===== src/verilog/ctrlPkg.sv =====
package ctrlPkg;

    // Primary opcodes
    localparam logic [5:0] OP_RTYPE = 6'h00;
    localparam logic [5:0] OP_J     = 6'h02;
    localparam logic [5:0] OP_JAL   = 6'h03;
    localparam logic [5:0] OP_BEQ   = 6'h04;
    localparam logic [5:0] OP_BNE   = 6'h05;
    localparam logic [5:0] OP_BLEZ  = 6'h06;
    localparam logic [5:0] OP_BGTZ  = 6'h07;
    localparam logic [5:0] OP_ADDI  = 6'h08;
    localparam logic [5:0] OP_ADDIU = 6'h09;
    localparam logic [5:0] OP_SLTI  = 6'h0a;
    localparam logic [5:0] OP_SLTIU = 6'h0b;
    localparam logic [5:0] OP_ANDI  = 6'h0c;
    localparam logic [5:0] OP_ORI   = 6'h0d;
    localparam logic [5:0] OP_XORI  = 6'h0e;
    localparam logic [5:0] OP_LUI   = 6'h0f;
    localparam logic [5:0] OP_LB    = 6'h20;
    localparam logic [5:0] OP_LH    = 6'h21;
    localparam logic [5:0] OP_LW    = 6'h23;
    localparam logic [5:0] OP_LBU   = 6'h24;
    localparam logic [5:0] OP_LHU   = 6'h25;
    localparam logic [5:0] OP_SB    = 6'h28;
    localparam logic [5:0] OP_SH    = 6'h29;
    localparam logic [5:0] OP_SW    = 6'h2b;

    // R-type funct field
    localparam logic [5:0] F_SLL  = 6'h00;
    localparam logic [5:0] F_SRL  = 6'h02;
    localparam logic [5:0] F_SRA  = 6'h03;
    localparam logic [5:0] F_SLLV = 6'h04;
    localparam logic [5:0] F_SRLV = 6'h06;
    localparam logic [5:0] F_SRAV = 6'h07;
    localparam logic [5:0] F_JR   = 6'h08;
    localparam logic [5:0] F_JALR = 6'h09;
    localparam logic [5:0] F_ADD  = 6'h20;
    localparam logic [5:0] F_ADDU = 6'h21;
    localparam logic [5:0] F_SUB  = 6'h22;
    localparam logic [5:0] F_SUBU = 6'h23;
    localparam logic [5:0] F_AND  = 6'h24;
    localparam logic [5:0] F_OR   = 6'h25;
    localparam logic [5:0] F_XOR  = 6'h26;
    localparam logic [5:0] F_NOR  = 6'h27;
    localparam logic [5:0] F_SLT  = 6'h2a;
    localparam logic [5:0] F_SLTU = 6'h2b;

    typedef enum logic [4:0] {
        ADD, SUB, AND, OR, XOR, NOR, SLL, SRL, SRA,
        SLT, SLTU, LUI, BNE, BGTZ, BLEZ,
        ANDI, ORI, XORI                               // Zero-extended logic ops
    } aluOpT;

    localparam logic [1:0] SRCA_REG      = 2'd0;
    localparam logic [1:0] SRCA_PC       = 2'd1;
    localparam logic [1:0] SRCA_SHAMT    = 2'd2;
    localparam logic [1:0] SRCB_REG      = 2'd0;
    localparam logic [1:0] SRCB_FOUR     = 2'd1;
    localparam logic [1:0] SRCB_IMM      = 2'd2;  // Sign-extended
    localparam logic [1:0] SRCB_IMMSHIFT = 2'd3;  // Sign-extended, shifted by 2
    localparam logic [1:0] DST_RT        = 2'd0;
    localparam logic [1:0] DST_RD        = 2'd1;
    localparam logic [1:0] DST_RA        = 2'd2;  // Register 31
    localparam logic [1:0] WB_MEM        = 2'd0;
    localparam logic [1:0] WB_ALU        = 2'd1;
    localparam logic [1:0] WB_LINK       = 2'd2;  // PC + 4
    localparam logic [1:0] PC_INC        = 2'd0;
    localparam logic [1:0] PC_BRANCH     = 2'd1;
    localparam logic [1:0] PC_JUMP       = 2'd2;
    localparam logic [1:0] PC_REG        = 2'd3;

    // Memory access widths, zero means no access
    localparam logic [2:0] MR_W  = 3'd1;
    localparam logic [2:0] MR_H  = 3'd2;
    localparam logic [2:0] MR_HU = 3'd3;
    localparam logic [2:0] MR_B  = 3'd4;
    localparam logic [2:0] MR_BU = 3'd5;
    localparam logic [1:0] MW_W  = 2'd1;
    localparam logic [1:0] MW_H  = 2'd2;
    localparam logic [1:0] MW_B  = 2'd3;

    // Fetch port phases
    localparam logic [1:0] FP_HOLD    = 2'd0;
    localparam logic [1:0] FP_IDLE    = 2'd1;
    localparam logic [1:0] FP_REQ     = 2'd2;
    localparam logic [1:0] FP_RELEASE = 2'd3;

    typedef enum logic [2:0] {ALU_OP, LOAD, STORE, BRANCH, JUMP, ILLEGAL} instrClassT;

    typedef enum logic [3:0] {
        FETCH, DECODE, EXEC, ALU_WB, MEM_ADDR, MEM_LOAD,
        LOAD_WB, MEM_STORE, BRANCH_DONE, JUMP_DONE
    } seqStateT;

    typedef struct packed {
        logic [5:0] op;
        logic [4:0] rs;
        logic [4:0] rt;
        logic [4:0] rd;
        logic [4:0] shamt;
        logic [5:0] funct;
    } rFieldsT;

    typedef struct packed {
        logic [5:0]  op;
        logic [4:0]  rs;
        logic [4:0]  rt;
        logic [15:0] imm;                             // Also low half of the jump target
    } iFieldsT;

    typedef union packed {
        rFieldsT rFields;
        iFieldsT iFields;
    } instrWord;

endpackage

===== src/verilog/decodeIf.sv =====
`timescale 1ns/1ns

interface decodeIf import ctrlPkg::*; ();

    instrClassT instrClass;
    aluOpT      aluOp;
    logic [1:0] aluSrcA;
    logic [1:0] aluSrcB;
    logic [1:0] regDst;                               // ALU result destination
    logic       linkWrite;                            // jal, jalr
    logic [1:0] pcJumpSrc;
    logic [2:0] memRdWidth;
    logic [1:0] memWrWidth;

    modport source (output instrClass, aluOp, aluSrcA, aluSrcB, regDst, linkWrite,
                    pcJumpSrc, memRdWidth, memWrWidth);
    modport sink (input instrClass, aluOp, aluSrcA, aluSrcB, regDst, linkWrite,
                  pcJumpSrc, memRdWidth, memWrWidth);

endinterface


===== src/verilog/mipsControl.sv =====
`timescale 1ns/1ns

module mipsControl import ctrlPkg::*;
(
    input  logic        clk,
    input  logic        rst,
    output logic        fetchReq,
    input  logic        fetchAck,
    input  logic [31:0] instr,
    output logic        irWrite,
    output logic        pcWrite,
    output logic        pcWriteCond,
    output logic [1:0]  pcSrc,
    output logic        memRead,
    output logic        memWrite,
    output logic [2:0]  memRdWidth,
    output logic [1:0]  memWrWidth,
    output logic        regWrite,
    output logic [1:0]  regDst,
    output logic [1:0]  memToReg,
    output logic [1:0]  aluSrcA,
    output logic [1:0]  aluSrcB,
    output aluOpT       aluOp
);

    instrWord ir;
    logic     fetchStart;
    logic     fetchDone;

    decodeIf decBus ();

    instrFetchPort u_fetchPort (
        .clk        (clk),
        .rst        (rst),
        .fetchStart (fetchStart),
        .fetchAck   (fetchAck),
        .instr      (instr),
        .fetchReq   (fetchReq),
        .irWrite    (irWrite),
        .fetchDone  (fetchDone),
        .ir         (ir)
    );

    instrDecoder u_decoder (
        .ir  (ir),
        .dec (decBus)
    );

    controlSequencer u_sequencer (
        .clk         (clk),
        .rst         (rst),
        .dec         (decBus),
        .fetchDone   (fetchDone),
        .irWrite     (irWrite),
        .fetchStart  (fetchStart),
        .pcWrite     (pcWrite),
        .pcWriteCond (pcWriteCond),
        .pcSrc       (pcSrc),
        .memRead     (memRead),
        .memWrite    (memWrite),
        .memRdWidth  (memRdWidth),
        .memWrWidth  (memWrWidth),
        .regWrite    (regWrite),
        .regDst      (regDst),
        .memToReg    (memToReg),
        .aluSrcA     (aluSrcA),
        .aluSrcB     (aluSrcB),
        .aluOp       (aluOp)
    );

endmodule


===== src/verilog/controlSequencer.sv =====
`timescale 1ns/1ns

module controlSequencer import ctrlPkg::*;
(
    input  logic       clk,
    input  logic       rst,
    decodeIf.sink      dec,
    input  logic       fetchDone,
    input  logic       irWrite,
    output logic       fetchStart,
    output logic       pcWrite,
    output logic       pcWriteCond,
    output logic [1:0] pcSrc,
    output logic       memRead,
    output logic       memWrite,
    output logic [2:0] memRdWidth,
    output logic [1:0] memWrWidth,
    output logic       regWrite,
    output logic [1:0] regDst,
    output logic [1:0] memToReg,
    output logic [1:0] aluSrcA,
    output logic [1:0] aluSrcB,
    output aluOpT      aluOp
);

    seqStateT state;
    seqStateT nextState;

    assign fetchStart = (state == FETCH);

    always_comb
    begin
        case (state)
            FETCH: nextState = fetchDone ? DECODE : FETCH;
            DECODE:
            begin
                case (dec.instrClass)
                    ALU_OP:      nextState = EXEC;
                    LOAD, STORE: nextState = MEM_ADDR;
                    BRANCH:      nextState = BRANCH_DONE;
                    JUMP:        nextState = JUMP_DONE;
                    default:     nextState = FETCH;   // Unknown opcode or funct
                endcase
            end
            EXEC:     nextState = ALU_WB;
            MEM_ADDR: nextState = (dec.instrClass == LOAD) ? MEM_LOAD : MEM_STORE;
            MEM_LOAD: nextState = LOAD_WB;
            default:  nextState = FETCH;
        endcase
    end

    always_ff @(posedge clk)
    begin
        if (rst)
        begin
            state <= FETCH;
        end
        else
        begin
            state <= nextState;
        end
    end

    always_comb
    begin
        pcWrite     = 1'b0;
        pcWriteCond = 1'b0;
        pcSrc       = 2'b00;
        memRead     = 1'b0;
        memWrite    = 1'b0;
        memRdWidth  = 3'd0;
        memWrWidth  = 2'd0;
        regWrite    = 1'b0;
        regDst      = 2'b00;
        memToReg    = 2'b00;
        aluSrcA     = 2'b00;
        aluSrcB     = 2'b00;
        aluOp       = ADD;
        case (state)
            FETCH:
            begin
                pcWrite = irWrite;                    // PC + 4 on capture
                pcSrc   = PC_INC;
                aluSrcA = irWrite ? SRCA_PC : 2'b00;
                aluSrcB = irWrite ? SRCB_FOUR : 2'b00;
            end
            DECODE:
            begin
                aluSrcA = SRCA_PC;                    // Branch target precompute
                aluSrcB = SRCB_IMMSHIFT;
            end
            EXEC:
            begin
                aluSrcA = dec.aluSrcA;
                aluSrcB = dec.aluSrcB;
                aluOp   = dec.aluOp;
            end
            ALU_WB:
            begin
                regWrite = 1'b1;
                regDst   = dec.regDst;
                memToReg = WB_ALU;
            end
            MEM_ADDR:
            begin
                aluSrcA = SRCA_REG;
                aluSrcB = SRCB_IMM;
            end
            MEM_LOAD:
            begin
                memRead    = 1'b1;
                memRdWidth = dec.memRdWidth;
            end
            LOAD_WB:
            begin
                regWrite = 1'b1;
                regDst   = DST_RT;
                memToReg = WB_MEM;
            end
            MEM_STORE:
            begin
                memWrite   = 1'b1;
                memWrWidth = dec.memWrWidth;
            end
            BRANCH_DONE:
            begin
                pcWriteCond = 1'b1;
                pcSrc       = PC_BRANCH;
                aluSrcA     = SRCA_REG;
                aluSrcB     = SRCB_REG;               // Compare-to-zero ops ignore B
                aluOp       = dec.aluOp;
            end
            JUMP_DONE:
            begin
                pcWrite  = 1'b1;
                pcSrc    = dec.pcJumpSrc;
                regWrite = dec.linkWrite;
                regDst   = dec.linkWrite ? DST_RA : 2'b00;
                memToReg = dec.linkWrite ? WB_LINK : 2'b00;
            end
            default:
            begin
                pcWrite = 1'b0;
            end
        endcase
    end

endmodule


===== src/verilog/instrDecoder.sv =====
`timescale 1ns/1ns

module instrDecoder import ctrlPkg::*;
(
    input  instrWord ir,
    decodeIf.source  dec
);

    always_comb
    begin
        dec.instrClass = ILLEGAL;
        dec.aluOp      = ADD;
        dec.aluSrcA    = SRCA_REG;
        dec.aluSrcB    = SRCB_REG;
        dec.regDst     = DST_RT;
        dec.linkWrite  = 1'b0;
        dec.pcJumpSrc  = PC_JUMP;
        dec.memRdWidth = 3'd0;
        dec.memWrWidth = 2'd0;
        case (ir.iFields.op)
            OP_RTYPE:
            begin
                dec.instrClass = ALU_OP;
                dec.regDst     = DST_RD;
                case (ir.rFields.funct)
                    F_ADD, F_ADDU: dec.aluOp = ADD;
                    F_SUB, F_SUBU: dec.aluOp = SUB;
                    F_AND:         dec.aluOp = AND;
                    F_OR:          dec.aluOp = OR;
                    F_XOR:         dec.aluOp = XOR;
                    F_NOR:         dec.aluOp = NOR;
                    F_SLT:         dec.aluOp = SLT;
                    F_SLTU:        dec.aluOp = SLTU;
                    F_SLLV:        dec.aluOp = SLL;
                    F_SRLV:        dec.aluOp = SRL;
                    F_SRAV:        dec.aluOp = SRA;
                    F_SLL, F_SRL, F_SRA:
                    begin
                        dec.aluSrcA = SRCA_SHAMT;     // Shift amount from the shamt field
                        dec.aluOp   = (ir.rFields.funct == F_SLL) ? SLL :
                                      (ir.rFields.funct == F_SRL) ? SRL : SRA;
                    end
                    F_JR, F_JALR:
                    begin
                        dec.instrClass = JUMP;
                        dec.pcJumpSrc  = PC_REG;
                        dec.linkWrite  = (ir.rFields.funct == F_JALR);
                    end
                    default: dec.instrClass = ILLEGAL;
                endcase
            end
            OP_ADDI, OP_ADDIU, OP_SLTI, OP_SLTIU, OP_ANDI, OP_ORI, OP_XORI, OP_LUI:
            begin
                dec.instrClass = ALU_OP;
                dec.aluSrcB    = SRCB_IMM;
                case (ir.iFields.op)
                    OP_SLTI:  dec.aluOp = SLT;
                    OP_SLTIU: dec.aluOp = SLTU;
                    OP_ANDI:  dec.aluOp = ANDI;
                    OP_ORI:   dec.aluOp = ORI;
                    OP_XORI:  dec.aluOp = XORI;
                    OP_LUI:   dec.aluOp = LUI;
                    default:  dec.aluOp = ADD;        // addi, addiu
                endcase
            end
            OP_LW, OP_LH, OP_LHU, OP_LB, OP_LBU:
            begin
                dec.instrClass = LOAD;
                case (ir.iFields.op)
                    OP_LW:   dec.memRdWidth = MR_W;
                    OP_LH:   dec.memRdWidth = MR_H;
                    OP_LHU:  dec.memRdWidth = MR_HU;
                    OP_LB:   dec.memRdWidth = MR_B;
                    default: dec.memRdWidth = MR_BU;
                endcase
            end
            OP_SW, OP_SH, OP_SB:
            begin
                dec.instrClass = STORE;
                dec.memWrWidth = (ir.iFields.op == OP_SW) ? MW_W :
                                 (ir.iFields.op == OP_SH) ? MW_H : MW_B;
            end
            OP_BEQ, OP_BNE, OP_BGTZ, OP_BLEZ:
            begin
                dec.instrClass = BRANCH;
                case (ir.iFields.op)
                    OP_BEQ:  dec.aluOp = SUB;         // Taken on zero result
                    OP_BNE:  dec.aluOp = BNE;
                    OP_BGTZ: dec.aluOp = BGTZ;
                    default: dec.aluOp = BLEZ;
                endcase
            end
            OP_J, OP_JAL:
            begin
                dec.instrClass = JUMP;
                dec.linkWrite  = (ir.iFields.op == OP_JAL);
            end
            default: dec.instrClass = ILLEGAL;
        endcase
    end

endmodule


===== src/verilog/instrFetchPort.sv =====
`timescale 1ns/1ns

module instrFetchPort import ctrlPkg::*;
(
    input  logic     clk,
    input  logic     rst,
    input  logic     fetchStart,
    input  logic     fetchAck,
    input  instrWord instr,
    output logic     fetchReq,
    output logic     irWrite,
    output logic     fetchDone,
    output instrWord ir
);

    logic [1:0] phase;

    // Request goes up as soon as the sequencer enters FETCH
    assign fetchReq  = (phase == FP_REQ) || ((phase == FP_IDLE) && fetchStart);
    assign irWrite   = fetchReq && fetchAck;
    assign fetchDone = (phase == FP_RELEASE) && !fetchAck;

    always_ff @(posedge clk)
    begin
        if (rst)
        begin
            phase <= FP_HOLD;                         // Keeps fetchReq low through reset
        end
        else
        begin
            case (phase)
                FP_HOLD:    phase <= FP_IDLE;
                FP_RELEASE: phase <= fetchAck ? FP_RELEASE : FP_IDLE;
                default:    phase <= irWrite ? FP_RELEASE : (fetchReq ? FP_REQ : FP_IDLE);
            endcase
        end
    end

    always_ff @(posedge clk)
    begin
        if (irWrite)
        begin
            ir <= instr;
        end
    end

endmodule


===== config.mk =====
export PLATFORM = sky130hd
export DESIGN_NAME = mipsControl
export DESIGN_NICKNAME = d
export VERILOG_FILES = /design/src/verilog/ctrlPkg.sv /design/src/verilog/decodeIf.sv /design/src/verilog/mipsControl.sv /design/src/verilog/controlSequencer.sv /design/src/verilog/instrDecoder.sv /design/src/verilog/instrFetchPort.sv
export SDC_FILE = /design/constraint.sdc
export NUM_CORES = 1
export LEC_CHECK = 0
export ABC_AREA = 0
export BUFFER_PORTS_ARGS = -buffer_cell sky130_fd_sc_hd__clkbuf_2
export CAP_MARGIN = 40
export CORE_ASPECT_RATIO = 0.5
export CORE_MARGIN = 1.5
export CORE_UTILIZATION = 51
export DETAILED_ROUTE_END_ITERATION = 10
export HOLD_SLACK_MARGIN = 0.08
export PLACE_DENSITY = 0.85
export SETUP_SLACK_MARGIN = 0.2
export SLEW_MARGIN = 20
export SYNTH_ARGS = -nofsm -noshare
export SYNTH_HDL_FRONTEND = slang
export SYNTH_SLANG_ARGS = --single-unit

===== constraint.sdc =====
create_clock -name clk -period 4.6 [get_ports clk]
set_input_delay 0.92 -clock clk [delete_from_list [all_inputs] [get_ports clk]]
set_output_delay 0.92 -clock clk [all_outputs]
set_load 0.05 [all_outputs]

==> flow_summary.ini <==
[routing]
viasPerCell = 6.02
drt_iter0_markers = 96
drt_first_pass_iters = 4
route.final.wire_length_um = 3420
drtAntennaViolNets = 0
wire_per_inst_um = 14.1
vias = 1458
drcViolationCount = 0

[yosys]
synth_area_per_cell_um2 = 8.25
synth_area_leaders = edfxtp_1, dfxtp_1, nor2_1, a2111oi_4, nor3_1
yosys_warnings = 0
synthDistinctLibCells = 54
synthArstFlopShare = 0
synthFlopType = edfxtp_1
ys_seq_area_frac = 0.341
netlist_instances = 171
yosys.area.top_type_share = 0.256
ys_seq_elements = 18
synth_nets = 209
yosys.area.top_type = edfxtp_1
netlist_area_um2 = 1410
synth-edff-count = 12

[setup_path]
crit_buf_inv = 1
cp.required_ns = 3.68
path_class = reg2out
crit_family = simple AND/OR/NAND/NOR gates
endpoint_kind = output port
crit_arrival_ns = 2.78
cp_cell_sequence = or4_4 -> or3_4 -> a2111oi_4 -> a22oi_1 -> nor2_1 -> clkbuf_2
max_stage_delay_ns = 0.64
worstSetupStartpointType = flip-flop
cp.depth = 6
worstRegToRegCells = 5
crit_slowest_cell = or4_4
crit_fanout = 16

[clock_tree]
cts.sinks = 18
cts_resized = 0
cts_hold_buffers = 0
cts_tree = yes
postCtsSetupRepairBufs = 0
htreeDepth = 1
insertion_delay_ns = 0.26
numCtsBuffers = 3
clk_path_buf_depth = 2
root_buffer = clkbuf_8
clk_pin_slew_ns = 0.07

[power]
power.leakage_nw = 0.674
vdd_ir_drop_max_mv = 0.158
power_density_nw_per_um2 = 253

[min_path]
hp-class = reg2reg
whs_path_depth = 1

[outcome]
status = completed

[die]
start_util = 0.542
num_rows = 13
design.core.area_um2 = 2600
die_h_um = 40.2
die_w_um = 77.4
io_pins = 62
die-area_um2 = 3110

[sta]
final-setup-viol-count = 0
slew_violations = 0
fin_skew_ns = 0.00273
setup_tns_ns = 0
fmax_ghz = 0.270
maxSlewHeadroom = 0.645
worst_pin_slew_ns = 0.533
fin_hold_ws_ns = 0.577
final_hold_viol_count = 0
rsz0062_at_grt = false
finalCritPeriodShare = 0.805
period_minus_slack_ns = 3.70

[grt]
grt_pass1_wl_um = 5640
grtUsageTotal = 0.240
grt_max_degree = 17
grt_overflow_total = 0
antenna_found_initial = 0
grt_pass1_vias = 1260

[cells_and_area]
final_cell_mix = clkbuf_2, nor2_1, nand2_1, edfxtp_1, nor3_1
syn_to_final_growth_pct = 18.8
final_common_cell = clkbuf_2
antenna_cells = 0
final_net_count = 244
drive_gt1_frac = 0.254
nFillCells = 232

[placed_design]
portBuffers = 41
gp_congestion = 0.904
hpwl_um = 2620

[job]
max-cap-violations = 0
[state kept, by name, summed over array words and instances, names as in the netlist]
| register | cells |
|---|---|
| u_fetchPort.ir | 12 |
| u_fetchPort.phase | 2 |
| u_sequencer.state | 4 |
[path summary, 6_finish.rpt]
check / startpoint / end / slack, ns
max: u_fetchPort.ir[28] / aluOp[1] / 0.90
min: u_sequencer.state[1] / u_sequencer.state[2] / 0.58
max reg2reg: u_fetchPort.ir[28] / u_sequencer.state[0] / 2.28
min reg2reg: u_sequencer.state[1] / u_sequencer.state[2] / 0.58
[synthesized netlist by cell type, types with 2 or more instances]
cell type	instances
a31oi_1	5
o21ai_0	6
nor2b_1	3
o211a_1	2
a21oi_1	4
nor3b_1	2
or2_1	2
ha_1	3
inv_1	8
o22ai_1	4
and3_1	2
nor3_1	9
nor2_1	29
a32oi_1	2
dfxtp_1	6
clkbuf_1	8
a22oi_1	2
buf_1	2
a2111oi_4	2
edfxtp_1	12
nand2_1	12
xor2_1	3
mux2i_1	2
nand2b_1	6
nand3_1	6
[cells by family after synthesis]
| group | Yosys count | share of synthesized area |
|---|---|---|
| mux | 2 | 0.0142 |
| buf+inv | 21 | 0.0594 |
| flops | 18 | 0.341 |
| simple gates | 81 | 0.290 |
| compound gates | 41 | 0.237 |
| xor+xnor | 4 | 0.0248 |
| fa+ha+maj | 4 | 0.0337 |
[per-layer routing]
metal / track usage / up-vias / part of all wire / routed length [um]
met5: 0 / - / 0 / 0
met4: 0.0864 / 0 / 0.020 / 68
met3: 0.0500 / 9 / 0.064 / 219
met2: 0.434 / 50 / 0.48 / 1630
met1: 0.299 / 697 / 0.44 / 1510
li1: - / 702 / - / -
[power by group]
| part | internal, mW | switching, mW | total (mW) |
|---|---|---|---|
| logic | 0.0316 | 0.0568 | 0.0885 |
| clock network | 0.0762 | 0.0541 | 0.130 |
| registers | 0.184 | 0.0206 | 0.205 |
[stage by stage]
stage               instance area (um^2)   util  std cells  total power, mW  setup slack (ns)
CTS                                 1680  0.644        242            0.427             0.905
global route                        1680  0.644        242            0.442             0.748
floorplan                           1410      -        171            0.271             0.438
finish                              1680  0.644        242            0.424             0.896
global placement                    1620  0.623        238            0.291              1.20
detailed placement                  1620  0.623        238            0.295              1.19
[final cells by class]
| class | count | area (um^2) | share of cell area |
|---|---|---|---|
| multi-input combinational | 132 | 847 | 0.506 |
| sequential | 18 | 480 | 0.287 |
| inverter | 9 | 33.8 | 0.0202 |
| clock buffer | 4 | 55.1 | 0.0329 |
| timing repair buffer | 42 | 213 | 0.127 |
| tap | 37 | 46.3 | 0.0276 |
Note: power is estimated with default switching activity, not from simulation.
